==> config.mk <==
export PLATFORM = sky130hd
export DESIGN_NAME = axi_burst_writer
export DESIGN_NICKNAME = d
export VERILOG_FILES = /design/src/rtl/axi_wr_pkg.sv /design/src/rtl/axi_burst_writer.sv /design/src/rtl/burst_planner.sv /design/src/rtl/wr_burst_seq.sv /design/src/rtl/wr_cmd_regs.sv
export VERILOG_INCLUDE_DIRS = /design/src /design/src/rtl
export SDC_FILE = /design/constraint.sdc
export NUM_CORES = 1
export LEC_CHECK = 0
export BUFFER_PORTS_ARGS = -buffer_cell sky130_fd_sc_hd__buf_2
export CORE_ASPECT_RATIO = 0.5
export CORE_MARGIN = 3
export CORE_UTILIZATION = 56
export DETAILED_ROUTE_END_ITERATION = 10
export PLACE_DENSITY = 0.87
export SYNTH_ARGS = -nofsm -noshare
export SYNTH_HDL_FRONTEND = slang
export SYNTH_HIERARCHICAL = 1
export SYNTH_SLANG_ARGS = --single-unit
==> constraint.sdc <==
create_clock -name aclk -period 9.9 [get_ports aclk]
set_clock_uncertainty 0.15 [all_clocks]
set_input_delay 1.485 -clock aclk [delete_from_list [all_inputs] [get_ports aclk]]
set_output_delay 1.485 -clock aclk [all_outputs]
set_load 0.05 [all_outputs]
==> src/rtl/axi_wr_settings.svh <==
`ifndef AXI_WR_SETTINGS_SVH
`define AXI_WR_SETTINGS_SVH

// AXI4 write master widths

// byte address width on AW
`define AXI_ADDR_W      32

// beat width in bits, every beat is full width
`define AXI_DATA_W      64

`define AXI_LEN_W       8       // AxLEN, beats minus one

// 4 KiB boundary that no burst may cross
`define WR_PAGE_BYTES   4096

// bytes moved per beat, also the address alignment
`define WR_BEAT_BYTES   (`AXI_DATA_W / 8)

// with 8 byte beats a page holds 512 beats and a command at most 256,
// so a command is split no more than once

`endif

==> src/rtl/axi_wr_pkg.sv <==
`default_nettype none

package axi_wr_pkg;

`include "axi_wr_settings.svh"

    typedef logic [`AXI_ADDR_W-1:0]     addr_t;     // byte address
    typedef logic [`AXI_DATA_W-1:0]     data_t;     // one beat
    typedef logic [`WR_BEAT_BYTES-1:0]  strb_t;     // byte strobes
    typedef logic [`AXI_LEN_W-1:0]      len_t;      // beats minus one

    // 0..512 beats, one page worth plus the zero case
    typedef logic [$clog2(`WR_PAGE_BYTES / `WR_BEAT_BYTES):0] beats_t;

    typedef logic [1:0]                 resp_t;     // okay, exokay, slverr, decerr

    // one burst as it goes out on AW
    typedef struct packed {
        addr_t  addr;
        len_t   len;
    } wr_burst_t;

    // command check result, held for the user until the next accept
    typedef struct packed {
        logic   misalign;       // addr not on a beat boundary
        logic   short_data;     // store holds fewer words than len + 1
    } wr_err_t;

    // one-hot write FSM
    typedef enum logic [4:0] {
        ST_IDLE  = 5'b00001,
        ST_CHECK = 5'b00010,
        ST_ADDR  = 5'b00100,
        ST_DATA  = 5'b01000,
        ST_RESP  = 5'b10000
    } wr_state_t;

endpackage

`default_nettype wire

==> src/rtl/axi_burst_writer.sv <==
`timescale 1ns/1ps
`default_nettype none

// write-only AXI4 INCR burst master
module axi_burst_writer
    import axi_wr_pkg::*;
(
    input  wire logic   aclk,
    input  wire logic   aresetn,

    // command
    input  wire logic   user_w_start,
    input  addr_t       user_w_addr,
    input  len_t        user_w_len,
    output logic        user_w_free,
    output wr_err_t     user_w_cmd_error,

    // data store, fwft style
    input  data_t       user_w_data,
    input  strb_t       user_w_strb,
    input  beats_t      user_w_data_cnt,
    output logic        user_w_wready,

    // response
    input  wire logic   user_w_bready,
    output logic        user_w_bvalid,
    output resp_t       user_w_status,

    // AXI4 write channels
    output addr_t       m_axi_awaddr,
    output len_t        m_axi_awlen,
    output logic        m_axi_awvalid,
    input  wire logic   m_axi_awready,
    output data_t       m_axi_wdata,
    output strb_t       m_axi_wstrb,
    output logic        m_axi_wvalid,
    output logic        m_axi_wlast,
    input  wire logic   m_axi_wready,
    input  resp_t       m_axi_bresp,
    input  wire logic   m_axi_bvalid,
    output logic        m_axi_bready
);

    wr_burst_t  cmd;            // captured user command
    wr_burst_t  cur_burst;      // burst on the bus
    wr_burst_t  first_burst;
    wr_burst_t  rem_burst;
    logic       split;
    wr_err_t    err;
    logic       rem_pending;
    logic       cmd_valid;
    logic       check_done;
    logic       take_remainder;
    logic       cmd_done;

    wr_cmd_regs u_cmd_regs (
        .aclk             (aclk),
        .aresetn          (aresetn),
        .user_w_start     (user_w_start),
        .user_w_addr      (user_w_addr),
        .user_w_len       (user_w_len),
        .first_burst      (first_burst),
        .rem_burst        (rem_burst),
        .split            (split),
        .err              (err),
        .check_done       (check_done),
        .take_remainder   (take_remainder),
        .cmd_done         (cmd_done),
        .cmd              (cmd),
        .cur_burst        (cur_burst),
        .rem_pending      (rem_pending),
        .cmd_valid        (cmd_valid),
        .user_w_free      (user_w_free),
        .user_w_cmd_error (user_w_cmd_error)
    );

    burst_planner u_planner (
        .cmd         (cmd),
        .data_cnt    (user_w_data_cnt),
        .first_burst (first_burst),
        .rem_burst   (rem_burst),
        .split       (split),
        .err         (err)
    );

    wr_burst_seq u_seq (
        .aclk           (aclk),
        .aresetn        (aresetn),
        .cmd_valid      (cmd_valid),
        .rem_pending    (rem_pending),
        .cur_burst      (cur_burst),
        .err            (err),
        .user_w_data    (user_w_data),
        .user_w_strb    (user_w_strb),
        .user_w_bready  (user_w_bready),
        .m_axi_awready  (m_axi_awready),
        .m_axi_wready   (m_axi_wready),
        .m_axi_bresp    (m_axi_bresp),
        .m_axi_bvalid   (m_axi_bvalid),
        .check_done     (check_done),
        .take_remainder (take_remainder),
        .cmd_done       (cmd_done),
        .m_axi_awaddr   (m_axi_awaddr),
        .m_axi_awlen    (m_axi_awlen),
        .m_axi_awvalid  (m_axi_awvalid),
        .m_axi_wdata    (m_axi_wdata),
        .m_axi_wstrb    (m_axi_wstrb),
        .m_axi_wvalid   (m_axi_wvalid),
        .m_axi_wlast    (m_axi_wlast),
        .m_axi_bready   (m_axi_bready),
        .user_w_wready  (user_w_wready),
        .user_w_bvalid  (user_w_bvalid),
        .user_w_status  (user_w_status)
    );

endmodule

`default_nettype wire

==> src/rtl/burst_planner.sv <==
`timescale 1ns/1ps
`default_nettype none

`include "axi_wr_settings.svh"

// purely combinational, looks at the held command and the data store level
module burst_planner
    import axi_wr_pkg::*;
(
    input  wr_burst_t   cmd,
    input  beats_t      data_cnt,       // words waiting in the user store
    output wr_burst_t   first_burst,
    output wr_burst_t   rem_burst,
    output logic        split,
    output wr_err_t     err
);

    localparam int ADDR_W     = `AXI_ADDR_W;
    localparam int PAGE_W     = $clog2(`WR_PAGE_BYTES);    // 12
    localparam int OFF_W      = PAGE_W + 1;                 // holds a full page
    localparam int BEAT_SHIFT = $clog2(`WR_BEAT_BYTES);    // 3

    logic [PAGE_W-1:0]  page_off;       // byte offset inside the page
    logic [OFF_W-1:0]   bytes_left;     // up to the boundary, 1..4096
    beats_t             beats_left;
    beats_t             beats_total;    // len + 1
    beats_t             beats_rest;     // what spills into the next page
    addr_t              page_base;

    assign page_off    = cmd.addr[PAGE_W-1:0];
    assign bytes_left  = OFF_W'(`WR_PAGE_BYTES) - {1'b0, page_off};
    assign beats_left  = beats_t'(bytes_left >> BEAT_SHIFT);   // floor, misaligned is an error anyway
    assign beats_total = beats_t'(cmd.len) + beats_t'(1);
    assign beats_rest  = beats_total - beats_left;              // only meaningful when split
    assign page_base   = {cmd.addr[ADDR_W-1:PAGE_W], {PAGE_W{1'b0}}};

    // 256 beats max against 512 per page, so one cut at most
    assign split = (beats_total > beats_left);

    always_comb
    begin
        first_burst.addr = cmd.addr;
        first_burst.len  = cmd.len;
        rem_burst.addr   = page_base + addr_t'(`WR_PAGE_BYTES);   // base of the next page
        rem_burst.len    = '0;

        if (split)
        begin
            first_burst.len = len_t'(beats_left - beats_t'(1));   // end right at the boundary
            rem_burst.len   = len_t'(beats_rest - beats_t'(1));
        end
    end

    // checked once, the seq samples these in ST_CHECK
    always_comb
    begin
        err.misalign   = |cmd.addr[BEAT_SHIFT-1:0];
        err.short_data = (data_cnt < beats_total);   // whole command must be there upfront
    end

endmodule

`default_nettype wire

==> src/rtl/wr_burst_seq.sv <==
`timescale 1ns/1ps
`default_nettype none

// write FSM, drives AW, W and B and tells the command regs where it is
module wr_burst_seq
    import axi_wr_pkg::*;
(
    input  wire logic   aclk,
    input  wire logic   aresetn,

    input  wire logic   cmd_valid,
    input  wire logic   rem_pending,
    input  wr_burst_t   cur_burst,
    input  wr_err_t     err,

    input  data_t       user_w_data,    // fwft head of the user store
    input  strb_t       user_w_strb,
    input  wire logic   user_w_bready,

    input  wire logic   m_axi_awready,
    input  wire logic   m_axi_wready,
    input  resp_t       m_axi_bresp,
    input  wire logic   m_axi_bvalid,

    output logic        check_done,
    output logic        take_remainder,
    output logic        cmd_done,

    output addr_t       m_axi_awaddr,
    output len_t        m_axi_awlen,
    output logic        m_axi_awvalid,
    output data_t       m_axi_wdata,
    output strb_t       m_axi_wstrb,
    output logic        m_axi_wvalid,
    output logic        m_axi_wlast,
    output logic        m_axi_bready,

    output logic        user_w_wready,  // pop
    output logic        user_w_bvalid,
    output resp_t       user_w_status
);

    wr_state_t  state_cs;
    wr_state_t  state_ns;
    len_t       beat_cnt;       // beats already accepted in this burst
    logic       last_beat;
    logic       w_hs;
    logic       b_hs;
    logic       cmd_bad;

    assign last_beat = (beat_cnt == cur_burst.len);
    assign w_hs      = m_axi_wvalid & m_axi_wready;
    assign b_hs      = m_axi_bvalid & m_axi_bready;
    assign cmd_bad   = |err;

    always_ff @(posedge aclk)
    begin
        if (~aresetn)
            state_cs <= ST_IDLE;
        else
            state_cs <= state_ns;
    end

    always_ff @(posedge aclk)
    begin
        if (~aresetn)
            beat_cnt <= '0;
        else if (state_cs != ST_DATA)
            beat_cnt <= '0;                 // restart for each burst
        else if (w_hs)
            beat_cnt <= beat_cnt + 1'b1;
    end

    always_comb
    begin
        state_ns = state_cs;
        case (state_cs)
            ST_IDLE:  if (cmd_valid) state_ns = ST_CHECK;
            ST_CHECK: state_ns = cmd_bad ? ST_IDLE : ST_ADDR;
            ST_ADDR:  if (m_axi_awready) state_ns = ST_DATA;
            ST_DATA:  if (w_hs && last_beat) state_ns = ST_RESP;
            ST_RESP:
            begin
                if (b_hs)
                    state_ns = rem_pending ? ST_ADDR : ST_IDLE;   // second half skips the check
            end
            default:  state_ns = ST_IDLE;
        endcase
    end

    // strobes back to the command regs
    assign check_done     = (state_cs == ST_CHECK);
    assign take_remainder = (state_cs == ST_RESP) & b_hs & rem_pending;
    assign cmd_done       = ((state_cs == ST_CHECK) & cmd_bad) |
                            ((state_cs == ST_RESP) & b_hs & ~rem_pending);

    // AW, fields come straight from registers so they hold under stall
    assign m_axi_awvalid = (state_cs == ST_ADDR);
    assign m_axi_awaddr  = cur_burst.addr;
    assign m_axi_awlen   = cur_burst.len;

    // W, data was counted upfront so wvalid never drops mid burst
    assign m_axi_wvalid  = (state_cs == ST_DATA);
    assign m_axi_wdata   = user_w_data;
    assign m_axi_wstrb   = user_w_strb;
    assign m_axi_wlast   = (state_cs == ST_DATA) & last_beat;
    assign user_w_wready = (state_cs == ST_DATA) & m_axi_wready;   // pop exactly on handshake

    // B passed through to the user
    assign m_axi_bready  = (state_cs == ST_RESP) & user_w_bready;
    assign user_w_bvalid = (state_cs == ST_RESP) & m_axi_bvalid;
    assign user_w_status = (state_cs == ST_RESP) ? m_axi_bresp : resp_t'(0);

endmodule

`default_nettype wire

==> src/rtl/wr_cmd_regs.sv <==
`timescale 1ns/1ps
`default_nettype none

// command side state of the writer: what the user asked for, which burst
// is on the bus now, and whether a second half is still owed
module wr_cmd_regs
    import axi_wr_pkg::*;
(
    input  wire logic   aclk,
    input  wire logic   aresetn,

    input  wire logic   user_w_start,
    input  addr_t       user_w_addr,
    input  len_t        user_w_len,

    input  wr_burst_t   first_burst,    // from the planner
    input  wr_burst_t   rem_burst,
    input  wire logic   split,
    input  wr_err_t     err,

    input  wire logic   check_done,     // seq is in ST_CHECK
    input  wire logic   take_remainder, // second burst starts
    input  wire logic   cmd_done,       // command fully retired or rejected

    output wr_burst_t   cmd,
    output wr_burst_t   cur_burst,
    output logic        rem_pending,
    output logic        cmd_valid,
    output logic        user_w_free,
    output wr_err_t     user_w_cmd_error
);

    logic       accept;
    wr_burst_t  rem_hold;       // second half waits here

    // free only once the whole command, both halves, is gone
    assign user_w_free = ~cmd_valid & ~rem_pending;
    assign accept      = user_w_start & user_w_free;

    // payload registers
    always_ff @(posedge aclk)
    begin
        if (accept)
        begin
            cmd.addr <= user_w_addr;
            cmd.len  <= user_w_len;
        end

        if (check_done)
        begin
            cur_burst <= first_burst;   // valid from ST_ADDR onward
            rem_hold  <= rem_burst;
        end
        else if (take_remainder)
        begin
            cur_burst <= rem_hold;      // next page, no recheck
        end
    end

    // control and status
    always_ff @(posedge aclk)
    begin
        if (~aresetn)
        begin
            cmd_valid        <= 1'b0;
            rem_pending      <= 1'b0;
            user_w_cmd_error <= '0;
        end
        else
        begin
            if (accept)
                cmd_valid <= 1'b1;
            else if (cmd_done)
                cmd_valid <= 1'b0;

            // a rejected command never owes a second burst
            if (check_done)
                rem_pending <= split & ~(|err);
            else if (take_remainder)
                rem_pending <= 1'b0;

            if (accept)
                user_w_cmd_error <= '0;     // fresh command, fresh status
            else if (check_done)
                user_w_cmd_error <= err;
        end
    end

endmodule

`default_nettype wire

== Yosys cells after proc, flatten, opt, wreduce, memory -nomap -nowiden ==
Cells that the tools add are included.
Storage, ports and cells
  word-level logic and storage cells: 72
  register bits after elaboration: 137
  output and inout port bits: 123
  input bits: 131
Cells by class
  equal/unequal tests: 11
  mux-type cells: 15
  bitwise logic cells: 17
  magnitude comparators: 2
  reductions and logical operators: 8
  add/subtract/negate cells: 7
Operator list (number)
  40-bit two-way mux: 2
  32-bit by 13-bit adder with 32-bit output (second input constant): 1
  5-bit case mux with 5 select lines: 1
  5-bit two-way mux: 4
  8-bit by 1-bit subtractor with 8-bit output (second input constant): 2
  13-bit by 12-bit subtractor with 13-bit output (first input constant): 1
  1-bit AND: 12
  9-bit by 10-bit greater-than comparator with 1-bit output: 1
  10-bit by 9-bit < comparator with 1-bit output: 1
  8-bit by 1-bit adder with 9-bit output (second input constant): 1
  8-bit by 1-bit adder with 8-bit output (second input constant): 1
  8-bit equality test: 1
  8-bit two-way mux: 1
  8-bit subtractor: 1
  3-bit two-way mux: 2
  2-bit by 1-bit != test with 1-bit output (second input constant): 3
  5-bit by 1-bit equality test with 1-bit output (second input constant): 1
  5-bit by 2-bit equality test with 1-bit output (second input constant): 1
  5-bit by 3-bit equality test with 1-bit output (second input constant): 1
  5-bit by 4-bit equality test with 1-bit output (second input constant): 1
  5-bit equality test (second input constant): 1
  5-bit by 4-bit != test with 1-bit output (second input constant): 1
  1-bit two-way mux: 4
  1-bit NOT: 4
  9 further kinds: 11

== Logic depth before layout (Yosys ltp) ==
  depth after elaboration: 8
  depth in mapped cells: 16
  mapped depth without buffers: 14

== Hierarchy ==
The synthesis kept the hierarchy.
By module, submodules not included
  wr_cmd_regs: times used 1, cells each 181, seq. area each 3683.5 µm², area an instance 4469.3 µm²
  burst_planner: times used 1, cells each 261, seq. area each 0.0 µm², area an instance 1869.3 µm²
  wr_burst_seq: times used 1, cells each 217, seq. area each 260.2 µm², area an instance 1702.9 µm²

== Least setup slack after synthesis ==
Ideal clock, no wire load.
  path type: input to output
  from: input m_axi_wready
  to: output user_w_wready
  cell stages on the path: 3
  data required time: 8.265 ns
  setup slack: 5.994 ns
  data arrival time: 2.271 ns
  buffers on the path: 1
  cell sequence: clkbuf_2 -> inv_1 -> nor3_4
On the way
  cells in the longest elaborated chain, start to end: 1
RTL lines
  from (decl): line axi_burst_writer.sv:38  | input wire logic m_axi_wready,
  1-bit AND: line wr_burst_seq.sv:107  | assign user_w_wready = (state_cs == ST_DATA) & m_axi_wready;
  to (decl): line axi_burst_writer.sv:22  | output logic user_w_wready,
Every way passes these cells.

==> metrics.txt <==
run status=completed; post-CTS sizing=0; share of the yosys chip area belonging to registers=49.0%; clock sink count=137; proportion of layout cells with a drive suffix above 1=32.5%; Core Box Area=0.0138 sq mm; data arrival at the endpoint of the critical path=4110 ps; startpoint of the most critical register-to-register path=u_cmd_regs/cmd[13]; TritonCTS clock tree=done; async set-or-reset flop fraction in the synthesized netlist=0%; Final Hold Fails=0; Peak supply drop=0.000121 V; Die Y=90.7 um; synthesized area=0.00804 sq mm; max-slew violation count=0; RSZ-0062 raised after global routing=no; total congestion overflow=0; gp weighted congestion=approximately 0.94; Worst R2R Setup Slack=5790 ps; power per unit of standard cell area=between 150 and 200 mW/mm^2; placed cell count=between 800 and 900; maximum level of the CTS H-tree=4; global routing's busiest layer=met2; maximum clock frequency=0.243 GHz; routed length per placed instance=21.2 um; path type of the worst min-delay path=register to register; R2R cell count=10; half-perimeter wire length after placement=around 13 mm; Area Overhead vs Synth=1.46%; maximum fanout along the worst path=16; DR vias=4553; kind of critical path=register to register; total of flip-flops plus latches after synthesis=137; crit path capture=u_cmd_regs/cur_burst[2]; master cell of the clock root buffer=sky130_fd_sc_hd__clkbuf_16; number of warning messages in the yosys log=6; hold-fix buffer count after cts=0; final number of setup-violating endpoints=0; latest clock arrival within the worst-skew pair=420 ps; RR Endpoint=u_cmd_regs/cur_burst[2]; Nets=786; largest net degree at the start of global routing=between 60 and 70; average vias per placed instance=5.43; launch point of the critical path=u_cmd_regs/cmd[13]; cells after synthesis=659; Starting Density=58.4%; met1 global-route usage=26.6%; number of synthesized flops with an enable pin=120; count of nets left with antenna violations after detail routing=0; Fillers=about 1100; die span in x=175 um; post-layout instance count excluding filler cells=roughly 840; area enclosed by the die boundary=0.0159 sq mm; antenna violations before repair=0; transition time at the pin with the least slew margin=1060 ps; final critical path time including I/O delays and setup=4110 ps; Final Routed Wirelength=17.8 mm; Hold Worst Slack=369 ps; LEAKAGE=3.26 nW; tightest slew margin relative to the limit=between 20% and 30%; cell row count=30; leading register cell type out of synthesis=sky130_fd_sc_hd__edfxtp_1; DRC Markers=0; via count of the first global-routing pass=between 4000 and 5000; met3 global-route usage=10.2%; Worst Setup End Kind=register; Maximum Capacitance Violations=0; number of antenna diodes=0; Crit path required time=9900 ps; final worst-path cycle share=41.5%; number of port buffers=about 110; final total power=1.54 mW; clock input transition at the sequential cells of the worst setup and hold paths=around 60 ps; number of buffers between clock root and the deepest sink=2; number of search-and-repair iterations in the first detailed-routing pass=5; Post-CTS Setup Repair Bufs=0; Post-Syn Area per Cell=12.2 sq um; Iteration-0 DRC Markers=between 300 and 400; post-route design area=0.00816 sq mm; Placement Cell Area=0.00759 sq mm; # IOs=approximately 250; fraction of met2 tracks used by global routing=35.6%; total CTS buffers=17; launching element type of the critical path=register; GRT Resource Usage Total=between 20% and 30%; Sum Neg Setup Slack=0 ps; number of distinct library cells after synthesis=68; wire length of the first global-routing pass=roughly 27 mm
synth_stat cells, drive strengths merged, types with 2 or more instances:
library cell | instances | area [sq um]
nand3 | 17 | 90.1
o31ai | 4 | 43.8
and2 | 5 | 31.3
nor3b | 6 | 55.1
o21a | 9 | 67.6
xnor2 | 30 | 263
o211ai | 3 | 22.5
a21o | 3 | 22.5
and4 | 2 | 18.8
and3 | 16 | 103
nor4 | 2 | 12.5
nor2 | 41 | 154
inv | 25 | 93.8
clkbuf | 2 | 8.75
buf | 165 | 1290
dfxtp | 17 | 340
mux2i | 7 | 70.1
a2111oi | 2 | 17.5
or3 | 3 | 23.8
o21ai | 10 | 53.8
nor3 | 8 | 67.6
a31oi | 2 | 12.5
a21oi | 9 | 45.0
a2bb2oi | 3 | 26.3
ha | 21 | 263
edfxtp | 120 | 3600
nand2 | 27 | 111
nor4b | 2 | 17.5
nand4 | 8 | 50.1
nand2b | 3 | 18.8
xor2 | 23 | 201
mux2 | 46 | 661
cells in the final DEF (no fill, tap or decap), types with 6 or more instances in the layout:
cell type and n:
sky130_fd_sc_hd__a21oi_1 9, sky130_fd_sc_hd__dfxtp_1 17, sky130_fd_sc_hd__clkbuf_16 17, sky130_fd_sc_hd__edfxtp_1 120, sky130_fd_sc_hd__mux2i_1 7, sky130_fd_sc_hd__xor2_1 23
sky130_fd_sc_hd__nand3_1 16, sky130_fd_sc_hd__and3_1 13, sky130_fd_sc_hd__mux2_4 38, sky130_fd_sc_hd__nand2_1 25, sky130_fd_sc_hd__o21ai_0 8, sky130_fd_sc_hd__nor2_1 41
sky130_fd_sc_hd__xnor2_1 30, sky130_fd_sc_hd__ha_1 21, sky130_fd_sc_hd__inv_1 23, sky130_fd_sc_hd__mux2_2 8, sky130_fd_sc_hd__inv_6 6, sky130_fd_sc_hd__conb_1 12
sky130_fd_sc_hd__buf_2 109, sky130_fd_sc_hd__o21a_1 9, sky130_fd_sc_hd__nand4_1 8
cells by family (layout without fill, tap and decap cells):
| logic type | after synthesis | in the layout | share of synthesized area (%) |
|---|---|---|---|
| buf+inv | 192 | 168 | 17.4 |
| fa+ha+maj | 22 | 22 | 3.52 |
| compound gates | 54 | 54 | 4.90 |
| flops | 137 | 137 | 49.0 |
| xor+xnor | 54 | 54 | 6.07 |
| mux | 53 | 53 | 9.09 |
| other cells | 1 | 12 | 0.0466 |
| simple gates | 146 | 146 | 9.97 |
registers in the layout (all words and copies together), names as in the netlist:
name / count
u_cmd_regs/cmd: 40
u_cmd_regs/cur_burst: 40
u_cmd_regs/rem_hold: 40
u_seq/beat_cnt: 8
u_seq/state_cs: 5
u_cmd_regs/user_w_cmd_error: 2
u_cmd_regs/cmd_valid: 1
u_cmd_regs/rem_pending: 1
worst min path at each step:
stage / start / to / slack [ps] / cells after the start
after CTS: u_seq/beat_cnt[5] / u_seq/beat_cnt[5] / 370 / 2
after global placement: u_seq/beat_cnt[5] / u_seq/beat_cnt[5] / 340 / 2
after floorplan: u_seq/beat_cnt[5] / u_seq/beat_cnt[5] / 330 / 2
after global routing: u_cmd_regs/rem_hold[36] / u_cmd_regs/cur_burst[36] / 410 / 1
final: u_seq/beat_cnt[5] / u_seq/beat_cnt[5] / 370 / 2
after detailed placement: u_seq/beat_cnt[5] / u_seq/beat_cnt[5] / 360 / 2
routing by layer:
metal	vias to the layer above	wire, um	share of wire, %
met5	-	46	0.26
met4	2	303	1.7
met3	28	2080	12
met2	255	8430	47
met1	2154	6930	39
li1	2114	-	-
worst max-delay path, stage by stage, from the launching register on:
cell and delay, ps:
sky130_fd_sc_hd__edfxtp_1 480, sky130_fd_sc_hd__nor3_2 380, sky130_fd_sc_hd__nand4_1 250, sky130_fd_sc_hd__xnor2_1 240, sky130_fd_sc_hd__ha_1 340, sky130_fd_sc_hd__a21o_1 210, sky130_fd_sc_hd__a21oi_1 310, sky130_fd_sc_hd__o31ai_4 140
sky130_fd_sc_hd__o21ai_2 620, sky130_fd_sc_hd__mux2_2 440, sky130_fd_sc_hd__mux2_4 260
power breakdown:
group	leakage, nW	internal (mW)	switching (mW)
Clock	0.268	0.352	0.258
Sequential	1.25	0.674	0.0249
Combinational	1.74	0.0910	0.138
cell type report:
cell class / count / area [sq um] / share of cell area [%]
clock buffers: 18 / 429 / 5.26
clock inverters: 14 / 138 / 1.69
inverters: 25 / 93.8 / 1.15
multi-input cells: 341 / 2750 / 33.8
flip-flops and latches: 137 / 3940 / 48.3
well taps: 192 / 240 / 2.94
repair buffers: 111 / 561 / 6.87
metrics by stage:
| stage | utilization (%) | setup WS [ps] |
|---|---|---|
| after detailed placement | 55.1 | 5910 |
| after floorplan | - | 5990 |
| final | 59.2 | 5790 |
| after global placement | 55.1 | 5970 |
| after CTS | 59.2 | 5850 |
| after global routing | 59.2 | 5570 |
Power figures use the tool's default switching activity.
